File: config.mk
export PLATFORM = sky130hd
export DESIGN_NAME = afu_control_top
export DESIGN_NICKNAME = d
export VERILOG_FILES = /design/src/common/afu_pkg.sv /design/src/sync_fifo.sv /design/src/command/command_issue.sv /design/src/command/tag_control.sv /design/src/response/response_decode.sv /design/src/response/response_route.sv /design/src/afu_control_top.sv
export SDC_FILE = /design/constraint.sdc
export NUM_CORES = 1
export LEC_CHECK = 0
export ABC_AREA = 1
export BUFFER_PORTS_ARGS = -buffer_cell sky130_fd_sc_hd__buf_2
export CAP_MARGIN = 5
export CORE_MARGIN = 3
export CORE_UTILIZATION = 62
export CTS_BUF_LIST = sky130_fd_sc_hd__clkbuf_8
export DETAILED_ROUTE_END_ITERATION = 8
export PLACE_DENSITY_LB_ADDON = 0.25
export SYNTH_ARGS = -nofsm -noshare
export SYNTH_HDL_FRONTEND = slang
export SYNTH_SLANG_ARGS = --single-unit
File: constraint.sdc
create_clock -name clock -period 3.5 [get_ports clock]
set_input_delay 0 -clock clock [delete_from_list [all_inputs] [get_ports clock]]
set_output_delay 0 -clock clock [all_outputs]
set_load 0.005 [all_outputs]
File: src/common/afu_pkg.sv
// Shared definitions for the accelerator bus control core
// Command and response lines, response codes and field sizes

package afu_pkg;

	////////////////////////////////////////////////////////////
	// Field sizes
	////////////////////////////////////////////////////////////

	localparam int TAG_W  = 8;
	localparam int ADDR_W = 32;
	localparam int CU_W   = 4;

	typedef enum logic {
		CMD_READ  = 1'b0,
		CMD_WRITE = 1'b1
	} cmd_class_t;

	// Bus response codes, anything but DONE is an error
	typedef enum logic [2:0] {
		DONE    = 3'd0,
		AERROR  = 3'd1,
		DERROR  = 3'd2,
		PAGED   = 3'd3,
		FAULT   = 3'd4,
		FLUSHED = 3'd5,
		FAILED  = 3'd6
	} rsp_code_t;

	////////////////////////////////////////////////////////////
	// Lines moving through the core
	////////////////////////////////////////////////////////////

	// Tag is filled in at issue
	typedef struct packed {
		logic              valid;
		cmd_class_t        cmd_type;
		logic [ADDR_W-1:0] address;
		logic [CU_W-1:0]   cu_id;
		logic [TAG_W-1:0]  tag;
	} cmd_line_t;

	typedef struct packed {
		logic             valid;
		logic [TAG_W-1:0] tag;
		rsp_code_t        code;
	} rsp_in_t;

	typedef struct packed {
		logic             valid;
		logic [TAG_W-1:0] tag;
		rsp_code_t        code;
		cmd_class_t       cmd_type;
		logic             is_error;
	} rsp_line_t;

	// Sticky, one bit per error kind
	typedef struct packed {
		logic aerror;
		logic derror;
		logic paged;
		logic flushed;
		logic failed;
	} err_flags_t;

	typedef struct packed {
		logic empty;
		logic full;
	} queue_status_t;

endpackage

File: src/sync_fifo.sv
// Synchronous first-word-fall-through queue
// Circular buffer, oldest entry always shown on head

`timescale 1ns/1ps

module sync_fifo #(
	parameter type payload_t = logic [7:0],
	parameter int  DEPTH     = 4
) (
	input  logic                   clock,
	input  logic                   rstn,
	input  logic                   push,
	input  payload_t               data_in,
	input  logic                   pop,
	output payload_t               head,
	output afu_pkg::queue_status_t status
);

	localparam int PTR_W = (DEPTH > 1) ? $clog2(DEPTH) : 1;
	localparam int CNT_W = $clog2(DEPTH + 1);

	payload_t         mem [DEPTH];
	logic [PTR_W-1:0] wr_ptr;
	logic [PTR_W-1:0] rd_ptr;
	logic [CNT_W-1:0] count;
	logic             do_push;
	logic             do_pop;

	assign status.empty = (count == '0);
	assign status.full  = (count == CNT_W'(DEPTH));

	// Overflow and underflow are dropped
	assign do_push = push && !status.full;
	assign do_pop  = pop && !status.empty;
	assign head    = mem[rd_ptr];

	always_ff @(posedge clock) begin
		if (do_push) begin
			mem[wr_ptr] <= data_in;
		end
	end

	always_ff @(posedge clock or negedge rstn) begin
		if (!rstn) begin
			wr_ptr <= '0;
			rd_ptr <= '0;
			count  <= '0;
		end else begin
			if (do_push) begin
				wr_ptr <= (wr_ptr == PTR_W'(DEPTH - 1)) ? '0 : wr_ptr + 1'b1;
			end
			if (do_pop) begin
				rd_ptr <= (rd_ptr == PTR_W'(DEPTH - 1)) ? '0 : rd_ptr + 1'b1;
			end
			case ({do_push, do_pop})
				2'b10: count <= count + 1'b1;
				2'b01: count <= count - 1'b1;
				default: count <= count;
			endcase
		end
	end

endmodule

File: src/command/command_issue.sv
// Command issue stage
// Round-robin pick between the read and write queue heads,
// bus credit counting and the two-stage command output register

`timescale 1ns/1ps

module command_issue #(
	parameter int CREDITS = 6
) (
	input  logic                         clock,
	input  logic                         rstn,
	input  logic                         enabled,
	input  afu_pkg::cmd_line_t           read_head,
	input  afu_pkg::cmd_line_t           write_head,
	input  afu_pkg::queue_status_t       read_status,
	input  afu_pkg::queue_status_t       write_status,
	input  logic                         tag_free,
	input  logic [afu_pkg::TAG_W-1:0]    free_tag,
	input  logic                         credit_return,
	output logic                         read_pop,
	output logic                         write_pop,
	output logic                         alloc,
	output afu_pkg::cmd_line_t           command_out
);

	localparam int CRED_W = $clog2(CREDITS + 1);

	logic [CRED_W-1:0]   credits;
	afu_pkg::cmd_class_t last_class;
	afu_pkg::cmd_line_t  next_line;
	afu_pkg::cmd_line_t  chosen;
	logic                can_issue;
	logic                read_ok;
	logic                write_ok;
	logic                pick_write;

	////////////////////////////////////////////////////////////
	// Arbitration
	////////////////////////////////////////////////////////////

	assign can_issue = enabled && (credits != '0) && tag_free;
	assign read_ok   = can_issue && !read_status.empty;
	assign write_ok  = can_issue && !write_status.empty;

	// On a tie the class not served last wins
	assign pick_write = write_ok && (!read_ok || (last_class == afu_pkg::CMD_READ));
	assign write_pop  = pick_write;
	assign read_pop   = read_ok && !pick_write;
	assign alloc      = read_pop || write_pop;

	always_comb begin
		next_line          = pick_write ? write_head : read_head;
		next_line.cmd_type = pick_write ? afu_pkg::CMD_WRITE : afu_pkg::CMD_READ;
		next_line.tag      = free_tag;
		next_line.valid    = alloc;
	end

	always_ff @(posedge clock or negedge rstn) begin
		if (!rstn) begin
			last_class <= afu_pkg::CMD_WRITE;
		end else if (alloc) begin
			last_class <= next_line.cmd_type;
		end
	end

	////////////////////////////////////////////////////////////
	// Credits
	////////////////////////////////////////////////////////////

	always_ff @(posedge clock or negedge rstn) begin
		if (!rstn) begin
			credits <= CRED_W'(CREDITS);
		end else begin
			case ({alloc, credit_return})
				2'b10: credits <= credits - 1'b1;
				2'b01: credits <= credits + 1'b1;
				default: credits <= credits;
			endcase
		end
	end

	// Chosen command waits here while disabled
	always_ff @(posedge clock or negedge rstn) begin
		if (!rstn) begin
			chosen      <= '0;
			command_out <= '0;
		end else if (enabled) begin
			command_out <= chosen;
			chosen      <= next_line;
		end else begin
			command_out <= '0;
		end
	end

endmodule

File: src/command/tag_control.sv
// Tag allocation and tag table
// Hands out the lowest free tag, remembers each tag's command class
// and frees the tag when its response is routed

`timescale 1ns/1ps

module tag_control #(
	parameter int NUM_TAGS = 8
) (
	input  logic                      clock,
	input  logic                      rstn,
	input  logic                      alloc,
	input  afu_pkg::cmd_class_t       alloc_class,
	input  logic                      release_valid,
	input  logic [afu_pkg::TAG_W-1:0] release_tag,
	input  logic [afu_pkg::TAG_W-1:0] lookup_tag,
	output afu_pkg::cmd_class_t       lookup_class,
	output logic                      tag_free,
	output logic [afu_pkg::TAG_W-1:0] free_tag
);

	localparam int IDX_W = (NUM_TAGS > 1) ? $clog2(NUM_TAGS) : 1;

	logic [NUM_TAGS-1:0] busy;
	afu_pkg::cmd_class_t class_table [NUM_TAGS];
	logic [IDX_W-1:0]    alloc_idx;
	logic [IDX_W-1:0]    release_idx;
	logic [IDX_W-1:0]    lookup_idx;

	assign alloc_idx   = free_tag[IDX_W-1:0];
	assign release_idx = release_tag[IDX_W-1:0];
	assign lookup_idx  = lookup_tag[IDX_W-1:0];

	// Priority search, the loop runs downward so the lowest index wins
	always_comb begin
		tag_free = 1'b0;
		free_tag = '0;
		for (int i = NUM_TAGS - 1; i >= 0; i--) begin
			if (!busy[i]) begin
				tag_free = 1'b1;
				free_tag = afu_pkg::TAG_W'(i);
			end
		end
	end

	always_ff @(posedge clock or negedge rstn) begin
		if (!rstn) begin
			busy <= '0;
		end else begin
			if (alloc && tag_free) begin
				busy[alloc_idx] <= 1'b1;
			end
			if (release_valid) begin
				busy[release_idx] <= 1'b0;
			end
		end
	end

	always_ff @(posedge clock) begin
		if (alloc && tag_free) begin
			class_table[alloc_idx] <= alloc_class;
		end
	end

	// Class of the outstanding command, read by the decoder
	assign lookup_class = class_table[lookup_idx];

endmodule

File: src/response/response_decode.sv
// Response decode
// Latches bus responses, classifies the code, adds the command class
// from the tag table and keeps the sticky error flags

`timescale 1ns/1ps

module response_decode (
	input  logic                      clock,
	input  logic                      rstn,
	input  logic                      enabled,
	input  afu_pkg::rsp_in_t          response_in,
	input  afu_pkg::cmd_class_t       lookup_class,
	output logic [afu_pkg::TAG_W-1:0] lookup_tag,
	output afu_pkg::rsp_line_t        decoded,
	output afu_pkg::err_flags_t       response_error
);

	afu_pkg::rsp_in_t response_q;

	// Bus side latch, dropped while disabled
	always_ff @(posedge clock or negedge rstn) begin
		if (!rstn) begin
			response_q <= '0;
		end else if (enabled) begin
			response_q <= response_in;
		end else begin
			response_q <= '0;
		end
	end

	assign lookup_tag = response_q.tag;

	always_ff @(posedge clock or negedge rstn) begin
		if (!rstn) begin
			decoded <= '0;
		end else begin
			decoded.valid    <= response_q.valid;
			decoded.tag      <= response_q.tag;
			decoded.code     <= response_q.code;
			decoded.cmd_type <= lookup_class;
			decoded.is_error <= (response_q.code != afu_pkg::DONE);
		end
	end

	////////////////////////////////////////////////////////////
	// Sticky error flags
	////////////////////////////////////////////////////////////

	always_ff @(posedge clock or negedge rstn) begin
		if (!rstn) begin
			response_error <= '0;
		end else if (response_q.valid) begin
			case (response_q.code)
				afu_pkg::AERROR: response_error.aerror <= 1'b1;
				afu_pkg::DERROR: response_error.derror <= 1'b1;
				afu_pkg::PAGED,
				afu_pkg::FAULT: response_error.paged <= 1'b1;
				afu_pkg::FLUSHED: response_error.flushed <= 1'b1;
				afu_pkg::FAILED: response_error.failed <= 1'b1;
				default: ;
			endcase
		end
	end

endmodule

File: src/response/response_route.sv
// Response routing
// Sorts decoded responses into read and write buffers, frees the tag,
// returns one credit per response and drains each buffer once a cycle

`timescale 1ns/1ps

module response_route #(
	parameter int RSP_DEPTH = 4
) (
	input  logic                      clock,
	input  logic                      rstn,
	input  afu_pkg::rsp_line_t        decoded,
	output afu_pkg::rsp_line_t        read_response_out,
	output afu_pkg::rsp_line_t        write_response_out,
	output logic                      credit_return,
	output logic                      release_valid,
	output logic [afu_pkg::TAG_W-1:0] release_tag
);

	afu_pkg::rsp_line_t     read_head;
	afu_pkg::rsp_line_t     write_head;
	afu_pkg::queue_status_t read_status;
	afu_pkg::queue_status_t write_status;
	logic                   read_push;
	logic                   write_push;

	assign read_push  = decoded.valid && (decoded.cmd_type == afu_pkg::CMD_READ);
	assign write_push = decoded.valid && (decoded.cmd_type == afu_pkg::CMD_WRITE);

	// Tag is free as soon as the line is buffered
	assign release_valid = decoded.valid;
	assign release_tag   = decoded.tag;

	sync_fifo #(.payload_t(afu_pkg::rsp_line_t), .DEPTH(RSP_DEPTH)) read_buffer (
		.clock  (clock),
		.rstn   (rstn),
		.push   (read_push),
		.data_in(decoded),
		.pop    (!read_status.empty),
		.head   (read_head),
		.status (read_status)
	);

	sync_fifo #(.payload_t(afu_pkg::rsp_line_t), .DEPTH(RSP_DEPTH)) write_buffer (
		.clock  (clock),
		.rstn   (rstn),
		.push   (write_push),
		.data_in(decoded),
		.pop    (!write_status.empty),
		.head   (write_head),
		.status (write_status)
	);

	// Drain registers and credit pulse
	always_ff @(posedge clock or negedge rstn) begin
		if (!rstn) begin
			read_response_out  <= '0;
			write_response_out <= '0;
			credit_return      <= 1'b0;
		end else begin
			read_response_out  <= read_status.empty ? '0 : read_head;
			write_response_out <= write_status.empty ? '0 : write_head;
			credit_return      <= decoded.valid;
		end
	end

endmodule

File: src/afu_control_top.sv
// Accelerator bus control core, top level
// Command queues and issue with tags and credits on one side,
// response decode and routing back to the compute units on the other

`timescale 1ns/1ps

module afu_control_top #(
	parameter int NUM_TAGS  = 8,
	parameter int CREDITS   = 6,
	parameter int CMD_DEPTH = 4,
	parameter int RSP_DEPTH = 4
) (
	input  logic                   clock,
	input  logic                   rstn,
	input  logic                   enabled_in,
	input  afu_pkg::cmd_line_t     read_command_in,
	input  afu_pkg::cmd_line_t     write_command_in,
	input  afu_pkg::rsp_in_t       response_in,
	output afu_pkg::cmd_line_t     command_out,
	output afu_pkg::rsp_line_t     read_response_out,
	output afu_pkg::rsp_line_t     write_response_out,
	output afu_pkg::err_flags_t    response_error,
	output afu_pkg::queue_status_t read_queue_status,
	output afu_pkg::queue_status_t write_queue_status
);

	logic                      enabled;
	afu_pkg::cmd_line_t        read_head;
	afu_pkg::cmd_line_t        write_head;
	logic                      read_pop;
	logic                      write_pop;
	logic                      alloc;
	logic                      tag_free;
	logic [afu_pkg::TAG_W-1:0] free_tag;
	logic [afu_pkg::TAG_W-1:0] lookup_tag;
	logic [afu_pkg::TAG_W-1:0] release_tag;
	afu_pkg::cmd_class_t       lookup_class;
	afu_pkg::rsp_line_t        decoded;
	logic                      credit_return;
	logic                      release_valid;

	always_ff @(posedge clock or negedge rstn) begin
		if (!rstn) begin
			enabled <= 1'b0;
		end else begin
			enabled <= enabled_in;
		end
	end

	////////////////////////////////////////////////////////////
	// Command side
	////////////////////////////////////////////////////////////

	sync_fifo #(.payload_t(afu_pkg::cmd_line_t), .DEPTH(CMD_DEPTH)) read_cmd_queue (
		.clock  (clock),
		.rstn   (rstn),
		.push   (read_command_in.valid),
		.data_in(read_command_in),
		.pop    (read_pop),
		.head   (read_head),
		.status (read_queue_status)
	);

	sync_fifo #(.payload_t(afu_pkg::cmd_line_t), .DEPTH(CMD_DEPTH)) write_cmd_queue (
		.clock  (clock),
		.rstn   (rstn),
		.push   (write_command_in.valid),
		.data_in(write_command_in),
		.pop    (write_pop),
		.head   (write_head),
		.status (write_queue_status)
	);

	command_issue #(.CREDITS(CREDITS)) issue (
		.clock        (clock),
		.rstn         (rstn),
		.enabled      (enabled),
		.read_head    (read_head),
		.write_head   (write_head),
		.read_status  (read_queue_status),
		.write_status (write_queue_status),
		.tag_free     (tag_free),
		.free_tag     (free_tag),
		.credit_return(credit_return),
		.read_pop     (read_pop),
		.write_pop    (write_pop),
		.alloc        (alloc),
		.command_out  (command_out)
	);

	// Class follows the queue that was popped
	tag_control #(.NUM_TAGS(NUM_TAGS)) tags (
		.clock        (clock),
		.rstn         (rstn),
		.alloc        (alloc),
		.alloc_class  (write_pop ? afu_pkg::CMD_WRITE : afu_pkg::CMD_READ),
		.release_valid(release_valid),
		.release_tag  (release_tag),
		.lookup_tag   (lookup_tag),
		.lookup_class (lookup_class),
		.tag_free     (tag_free),
		.free_tag     (free_tag)
	);

	////////////////////////////////////////////////////////////
	// Response side
	////////////////////////////////////////////////////////////

	response_decode decode (
		.clock         (clock),
		.rstn          (rstn),
		.enabled       (enabled),
		.response_in   (response_in),
		.lookup_class  (lookup_class),
		.lookup_tag    (lookup_tag),
		.decoded       (decoded),
		.response_error(response_error)
	);

	response_route #(.RSP_DEPTH(RSP_DEPTH)) route (
		.clock             (clock),
		.rstn              (rstn),
		.decoded           (decoded),
		.read_response_out (read_response_out),
		.write_response_out(write_response_out),
		.credit_return     (credit_return),
		.release_valid     (release_valid),
		.release_tag       (release_tag)
	);

endmodule

==> results of run 1 <==
## critical path, cell delays in order (launching register included)
cell     delay [ps]
dfstp_2         550
nor2_1           60
a21oi_2         180
nand2_4         110
nor2_4          120
buf_4           740
o21ai_0         380
nand2_1         210
o21ai_0         100
## cell usage in the layout (no fill, tap or decap), types with 4 or more instances in the layout
master	netlist	final
ha_1	25	25
dlygate4sd3_1	0	88
buf_4	6	36
fa_1	5	5
nor3_1	7	7
inv_2	4	4
clkinv_2	0	5
buf_2	19	165
nor2_2	2	4
conb_1	1	5
o21ai_0	194	194
xnor2_1	5	5
nand3_1	9	9
clkinv_1	0	16
o21ai_1	34	34
bufinv_16	0	4
a31o_2	4	4
dfrtp_1	180	177
o22ai_1	36	36
nand2_1	321	321
xor2_1	5	5
edfxtp_1	408	408
nor2_4	1	7
nor2_1	268	260
clkbuf_8	0	107
a21oi_1	118	118
inv_1	136	171
## layout make-up
| class | count | area share (%) |
|---|---|---|
| Antenna cell | 1 | 0.00935 |
| Multi-Input combinational cell | 1051 | 18.7 |
| Inverter | 140 | 1.96 |
| Clock inverter | 62 | 1.31 |
| Clock buffer | 106 | 5.45 |
| Tap cell | 461 | 2.16 |
| Sequential cell | 591 | 62.9 |
| Timing Repair Buffer | 291 | 7.51 |
## sequential cells by signal, indices dropped and copies added, names as in the netlist, 3 cells and up
name and cells:
write_cmd_queue.count 3, tags.busy 8, issue.command_out 41, route.write_buffer.count 3, decode.response_error 5, tags.class_table 8, issue.chosen 41, route.read_buffer.mem 56
decode.decoded 14, route.read_response_out 14, issue.credits 3, read_cmd_queue.mem 144, read_cmd_queue.count 3, route.read_buffer.count 3, decode.response_q 4, write_cmd_queue.mem 144
route.write_response_out 14, decode.lookup_tag 8, route.write_buffer.mem 56
## where the power goes
group	leakage (nW)	internal (mW)	switching, mW	total, mW
Sequential	5.98	9.16	0.714	9.88
Combinational	4.21	1.96	4.16	6.12
Clock	1.05	3.04	2.58	5.63
## kinds of logic after synthesis
group / share of synthesized area, %
AOI/OAI and AO/OA: 9.01
xor gates and xnor gates: 0.386
adders and majority gates: 1.82
buffers and inverters: 4.06
DFF: 74.2
muxes: 0.0496
other: 0.0165
and+or+nand+nor: 10.4
## routing by layer
layer | up-vias | part of all wire [%] | global-route usage, %
met3 | 128 | 6.0 | 4.59
met5 | - | 0.042 | 0
met4 | 4 | 3.8 | 11.8
met2 | 607 | 52 | 47.3
li1 | 6960 | - | -
met1 | 7329 | 38 | 33.7
## worst paths after layout
path	endpoint	slack (ps)	cells past startpoint
worst max register to register	issue.chosen[19]	880	8
min in group clock	decode.response_q[11]	100	4
worst min-delay path	route.read_response_out[6]	80	2
worst min register to register	decode.decoded[8]	360	0
worst max-delay path	issue.chosen[19]	880	8
max in group asynchronous	decode.response_error[4]	2540	3
## repair_timing
item,4_1_cts,5_1_grt
hold endpoints to repair,419,0
setup endpoints to repair,0,0
hold buffers,88,0
## per-stage QoR
stage               setup slack (ps)  hold slack [ps]  area, sq um  instances  utilization [%]
floorplan                        850             -296        22700       1871                -
global placement                 935              127        24100       2446             67.2
detailed placement               926              139        24100       2446             67.2
CTS                              901             59.2        26800       2702             74.7
global route                     763             85.9        26800       2702             74.7
finish                           884             78.0        26800       2703             74.7
==> reports/qor.txt, run 1 <==
Outcome -> completed
RR Startpoint -> issue.credits[1]
Final Skew -> 16.3 ps
Largest net degree at the start of global routing -> 117
HP Class -> in -> async
Mapped Cells -> 1867
DP HPWL -> 29900 um
WS Path Type -> reg -> reg
Synth area leader -> edfxtp_1
Netlist cell types -> 35
1st-iter DRT viols -> 1475
TNS Setup -> 0 ps
Max clock buf depth -> 3
Vias per inst -> 5.56
Cts repair resizes -> 0
Root buf cell -> clkbuf_8
Share of the synthesized area in the top cell type -> 54.0%
Critical path capture point type -> register
DR vias -> 15000
PortBufs -> 166
Multi-input combinational cell area -> 4990 sq um
Fill count -> 2236
Total power -> 21.6 mW
Top_reg_cell synth -> edfxtp_1
GP Congestion -> 0.835
Fin. Hold Viols -> 0
Die Y -> 197 um
Clock-pin slew on the worst setup and hold paths -> 60 ps
CP Max Fanout -> 85
Syn avg cell area -> 12.1 sq um
Peak supply drop -> 0.657 mV
Die footprint -> 38900 sq um
Sequential share of the synthesized area -> 74.2%
Skew-Pair Late Insertion Delay -> 640 ps
Number of global-route vias before repair -> 15500
Post-route DRC -> 0
Share of layout cells above drive strength 1 -> 15.7%
Initial core utilization -> 63.3%
Max cap viols -> 0
CTS Buf Count -> 90
Worst-Margin Slew -> 1090 ps
DRT Pass-1 Iters -> 6
WL final -> 51900 um
Grt ovf -> 0
Dominant cells by area after synthesis -> edfxtp_1 54%, dfrtp_1 20%, nand2_1 5.3%
Global Route Usage Sum -> 27.1%
TritonCTS clock tree -> done
Final nets -> 2302
Row Count -> 69
Final-report max-slew violation count -> 0
Critical Path Start -> issue.credits[1]
Final setup fails -> 0
Wire per inst -> 19.2 um
Minimum clock period -> 2620 ps
Req. time, crit path -> 4010 ps
Postcts setup bufs -> 0
Ports -> 190
Ys async rst share -> 31.0%
Most common cell in the synthesized netlist -> edfxtp_1
RSZ-0062 raised after global routing -> no
Global-route wire length before repair -> 81200 um
Max Freq -> 382 MHz
Routed Antenna Nets -> 0
Area growth syn-to-layout -> 18.0%
Rel. slew slack -> 27.6%
#FFs+latches synth -> 591
EDFF count, synth -> 408
Final period util -> 74.7%
Total core area -> 35800 sq um
Worst EP arrival -> 3130 ps
Syn. warnings -> 0
Synth top cells by count -> 408 x edfxtp_1, 321 x nand2_1, 268 x nor2_1
H-Tree Level Count -> 3
FF/Latch Area -> 16800 sq um
Power per cell area -> 808 nW/um^2
Worst setup SP type -> register
Die Wd -> 197 um
Static Leak -> 11.2 nW
Initial antenna violation count -> 2
Mapped Area -> 22700 sq um
# clock sinks -> 591
Power figures use the tool's default switching activity.
==> run 2, diff against run 1 <==
--- a/config.mk
+++ b/config.mk
@@ -5,11 +5,11 @@
 export SDC_FILE = /design/constraint.sdc
 export NUM_CORES = 1
 export LEC_CHECK = 0
-export ABC_AREA = 1
+export ABC_AREA = 0
 export BUFFER_PORTS_ARGS = -buffer_cell sky130_fd_sc_hd__buf_2
 export CAP_MARGIN = 5
 export CORE_MARGIN = 3
-export CORE_UTILIZATION = 62
+export CORE_UTILIZATION = 56
 export CTS_BUF_LIST = sky130_fd_sc_hd__clkbuf_8
 export DETAILED_ROUTE_END_ITERATION = 8
 export PLACE_DENSITY_LB_ADDON = 0.25
==> constraint.sdc (replaced) <==
create_clock -name clock -period 2.3 [get_ports clock]
set_input_delay 0 -clock clock [delete_from_list [all_inputs] [get_ports clock]]
set_output_delay 0 -clock clock [all_outputs]
set_load 0.005 [all_outputs]
==> run 2 against run 1 <==
Effect of this change:
- worst setup slack got worse by 790 ps
- hold slack got worse by 24 ps
- routed wire length decreased by 15%
- die area increased by 8.5%
- largest power group unchanged
==> reports/qor.txt, run 2 <==
Worst-Margin Slew -> 763 ps (-324 ps)
Crit-path cells -> or3_4 > inv_2 > nand2_1 > and2_4 > inv_2 > ha_4 > inv_1 > fa_2 > xor2_1 > nor2_1 > xor2_1
Max Freq -> 453 MHz (+19%)
Final nets -> 1705 (-26%)
Final period util -> 95.9% (+21 points)
CP Max Fanout -> 3 (-96%)
Minimum clock period -> 2210 ps (-411 ps)
GP Congestion -> 0.753 (-9.8%)
Syn. warnings -> 0 (unchanged)
Final-report max-slew violation count -> 0 (unchanged)
Post-route DRC -> 0 (unchanged)
Die Y -> 206 um (+4.2%)
Crit-path max cell delay -> 410 ps (-330 ps)
Power per cell area -> 1200 nW/um^2 (+49%)
Largest net degree at the start of global routing -> 79 (-32%)
Cell family with most CP delay -> simple AND/OR/NAND/NOR gates
Global Route Usage Sum -> 21.7% (-5.4 points)
Commonest non-fill, non-tap cell in the layout -> edfxtp_1
# clock sinks -> 591 (unchanged)
Req. time, crit path -> 2870 ps (-1140 ps)
Critical path capture point type -> register
Wire per inst -> 20.4 um (+6.3%)
Share of the synthesized area in the top cell type -> 55.0% (+0.94 points)
Synth area leader -> edfxtp_1
Worst setup SP type -> register
#FFs+latches synth -> 591 (unchanged)
Vias per inst -> 5.28 (-5.1%)
Fill count -> 2496 (+12%)
Global-route wire length before repair -> 68600 um (-16%)
Clock-pin slew on the worst setup and hold paths -> 60 ps (about the same)
Top_reg_cell synth -> edfxtp_1
Max clock buf depth -> 3 (unchanged)
Placed Instances -> 1891 (-23%)
Reg2Reg Setup Slack -> 90 ps (-790 ps)
Root buf cell -> clkbuf_8
CTS Buf Count -> 92 (+2.2%)
Syn avg cell area -> 18.6 sq um (+53%)
Mapped Cells -> 1197 (-36%)
Fin. Hold Viols -> 0 (unchanged)
Skew-Pair Late Insertion Delay -> 640 ps (about the same)
Outcome -> completed
Initial antenna violation count -> 5 (+3)
Total core area -> 39000 sq um (+8.9%)
Ys async rst share -> 31.0% (unchanged)
Finished Cell Area -> 27000 sq um (+1.0%)
Row Count -> 72 (+4.3%)
Total power -> 32.5 mW (+50%)
EDFF count, synth -> 408 (unchanged)
Regs by FF count -> read_cmd_queue.mem x144, write_cmd_queue.mem x144
TritonCTS clock tree -> done
DR vias -> 11400 (-24%)
Netlist cell types -> 46 (+31%)
Rel. slew slack -> 49.1% (+22 points)
Final instance count without filler cells -> 2168 (-20%)
Initial core utilization -> 57.2% (-6.2 points)
Mapped Area -> 22300 sq um (-1.7%)
PortBufs -> 166 (unchanged)
Max cap viols -> 0 (unchanged)
Area growth syn-to-layout -> 21.2%
Final Skew -> 32.8 ps (+16.5 ps)
DP HPWL -> 27400 um (-8.4%)
WS Path Type -> reg -> reg
Number of global-route vias before repair -> 12200 (-21%)
Grt ovf -> 0 (unchanged)
Sequential share of the synthesized area -> 75.5% (+1.3 points)
Routed Antenna Nets -> 0 (unchanged)
DRT Pass-1 Iters -> 5 (-1)
Min Hold Slack -> 53.6 ps (-24.4 ps)
H-Tree Level Count -> 3 (unchanged)
Die Wd -> 206 um (+4.2%)
Static Leak -> 10.4 nW (-7.2%)
Die footprint -> 42200 sq um (+8.5%)
Worst path bufs/invs -> 3 (+2)
HP Class -> in -> reg
Most frequent cells in the layout -> 408 x edfxtp_1, 177 x dfrtp_1, 165 x buf_2
Crit-path slowest cell -> or3_4
Dominant cells by area after synthesis -> edfxtp_1 55%, dfrtp_1 20%, mux4_2 10%
1st-iter DRT viols -> 762 (-48%)
Cell area after placement -> 24200 sq um (+0.41%)
Most common cell in the synthesized netlist -> edfxtp_1
Worst EP arrival -> 2770 ps (-360 ps)
Ports -> 190 (unchanged)
Final setup fails -> 0 (unchanged)
WL final -> 44300 um (-15%)
Share of layout cells above drive strength 1 -> 33.5% (+18 points)
Synth top cells by count -> 408 x edfxtp_1, 180 x dfrtp_1, 102 x mux4_2
Peak supply drop -> 0.769 mV (+17%)
-- run 2: cell types whose count changed in the layout (fill, tap and decap cells not counted), moves of 22 or more --
| cell | previous run | this run |
|---|---|---|
| nor2b_1 | 0 | 33 |
| nand2_1 | 321 | 68 |
| o21ai_0 | 194 | 15 |
| and2_1 | 0 | 70 |
| a21oi_1 | 118 | 7 |
| o21ai_1 | 34 | 0 |
| mux4_2 | 0 | 102 |
| inv_1 | 171 | 70 |
| nand2_2 | 0 | 22 |
| a31oi_1 | 0 | 22 |
| o22ai_1 | 36 | 0 |
| nor2_1 | 260 | 54 |
-- run 2: metal layers --
layer	up-vias	track usage, %	part of all wire, %
met1	5829	28.1	40
met3	69	4.73	4.9
met4	0	8.13	2.8
met5	-	0	0
met2	294	36.6	52
li1	5252	-	-
-- run 2: area by class of cell --
cell class / instances / area [sq um] / area share, %
Timing Repair Buffer: 326 / 2470 / 9.14
Tap cell: 518 / 648 / 2.40
Antenna cell: 6 / 15.0 / 0.0555
Inverter: 39 / 146 / 0.542
Multi-Input combinational cell: 518 / 5090 / 18.8
Sequential cell: 591 / 16800 / 62.3
Clock buffer: 111 / 1530 / 5.65
Clock inverter: 59 / 285 / 1.06
-- run 2: what timing repair did --
item                                   in CTS  in global routing
setup endpoints to repair                   1                  3
hold buffers                               90                  0
cloned                                      0                  0
buffers inserted                            3                  8
resized for setup                           3                 11
pin swaps                                   3                 11
endpoints found under the hold margin     490                  0
-- run 2: where the power goes --
group          internal (mW)  switching [mW]  total [mW]
Sequential              13.9            1.02        14.9
Combinational           4.44            4.73        9.18
Clock                   4.49            3.92        8.41
-- run 2: worst paths after layout --
| kind | startpoint | to | depth (start not counted) |
|---|---|---|---|
| min in group asynchronous | rstn | issue.credits[1] | 3 |
| max reg2reg | read_cmd_queue.count[1] | issue.credits[2] | 11 |
| max in group asynchronous | rstn | decode.decoded[2] | 4 |
| min reg2reg | decode.lookup_tag[5] | decode.decoded[10] | 0 |
| max | read_cmd_queue.count[1] | issue.credits[2] | 11 |
| min | enabled_in | enabled | 2 |
-- run 2: kinds of logic after synthesis --
kind of cell / Yosys count / synth area share (%)
fa+ha+maj: 30 / 1.85
mux: 113 / 10.8
flops: 591 / 75.5
compound gates: 83 / 2.97
buf+inv: 92 / 1.95
simple gates: 272 / 6.26
xor+xnor: 15 / 0.589
other cells: 1 / 0.0168
-- run 2: stage by stage --
stage          worst slack (ps)  util (%)  TNS (ps)
4_1_cts                   0.637      69.0         0
3_3_place_gp               20.9      61.9         0
2_1_floorplan              3.73         -         0
3_5_place_dp               -108      61.9      -108
5_1_grt                   -16.2      69.3     -16.2
6_report                   94.8      69.3         0
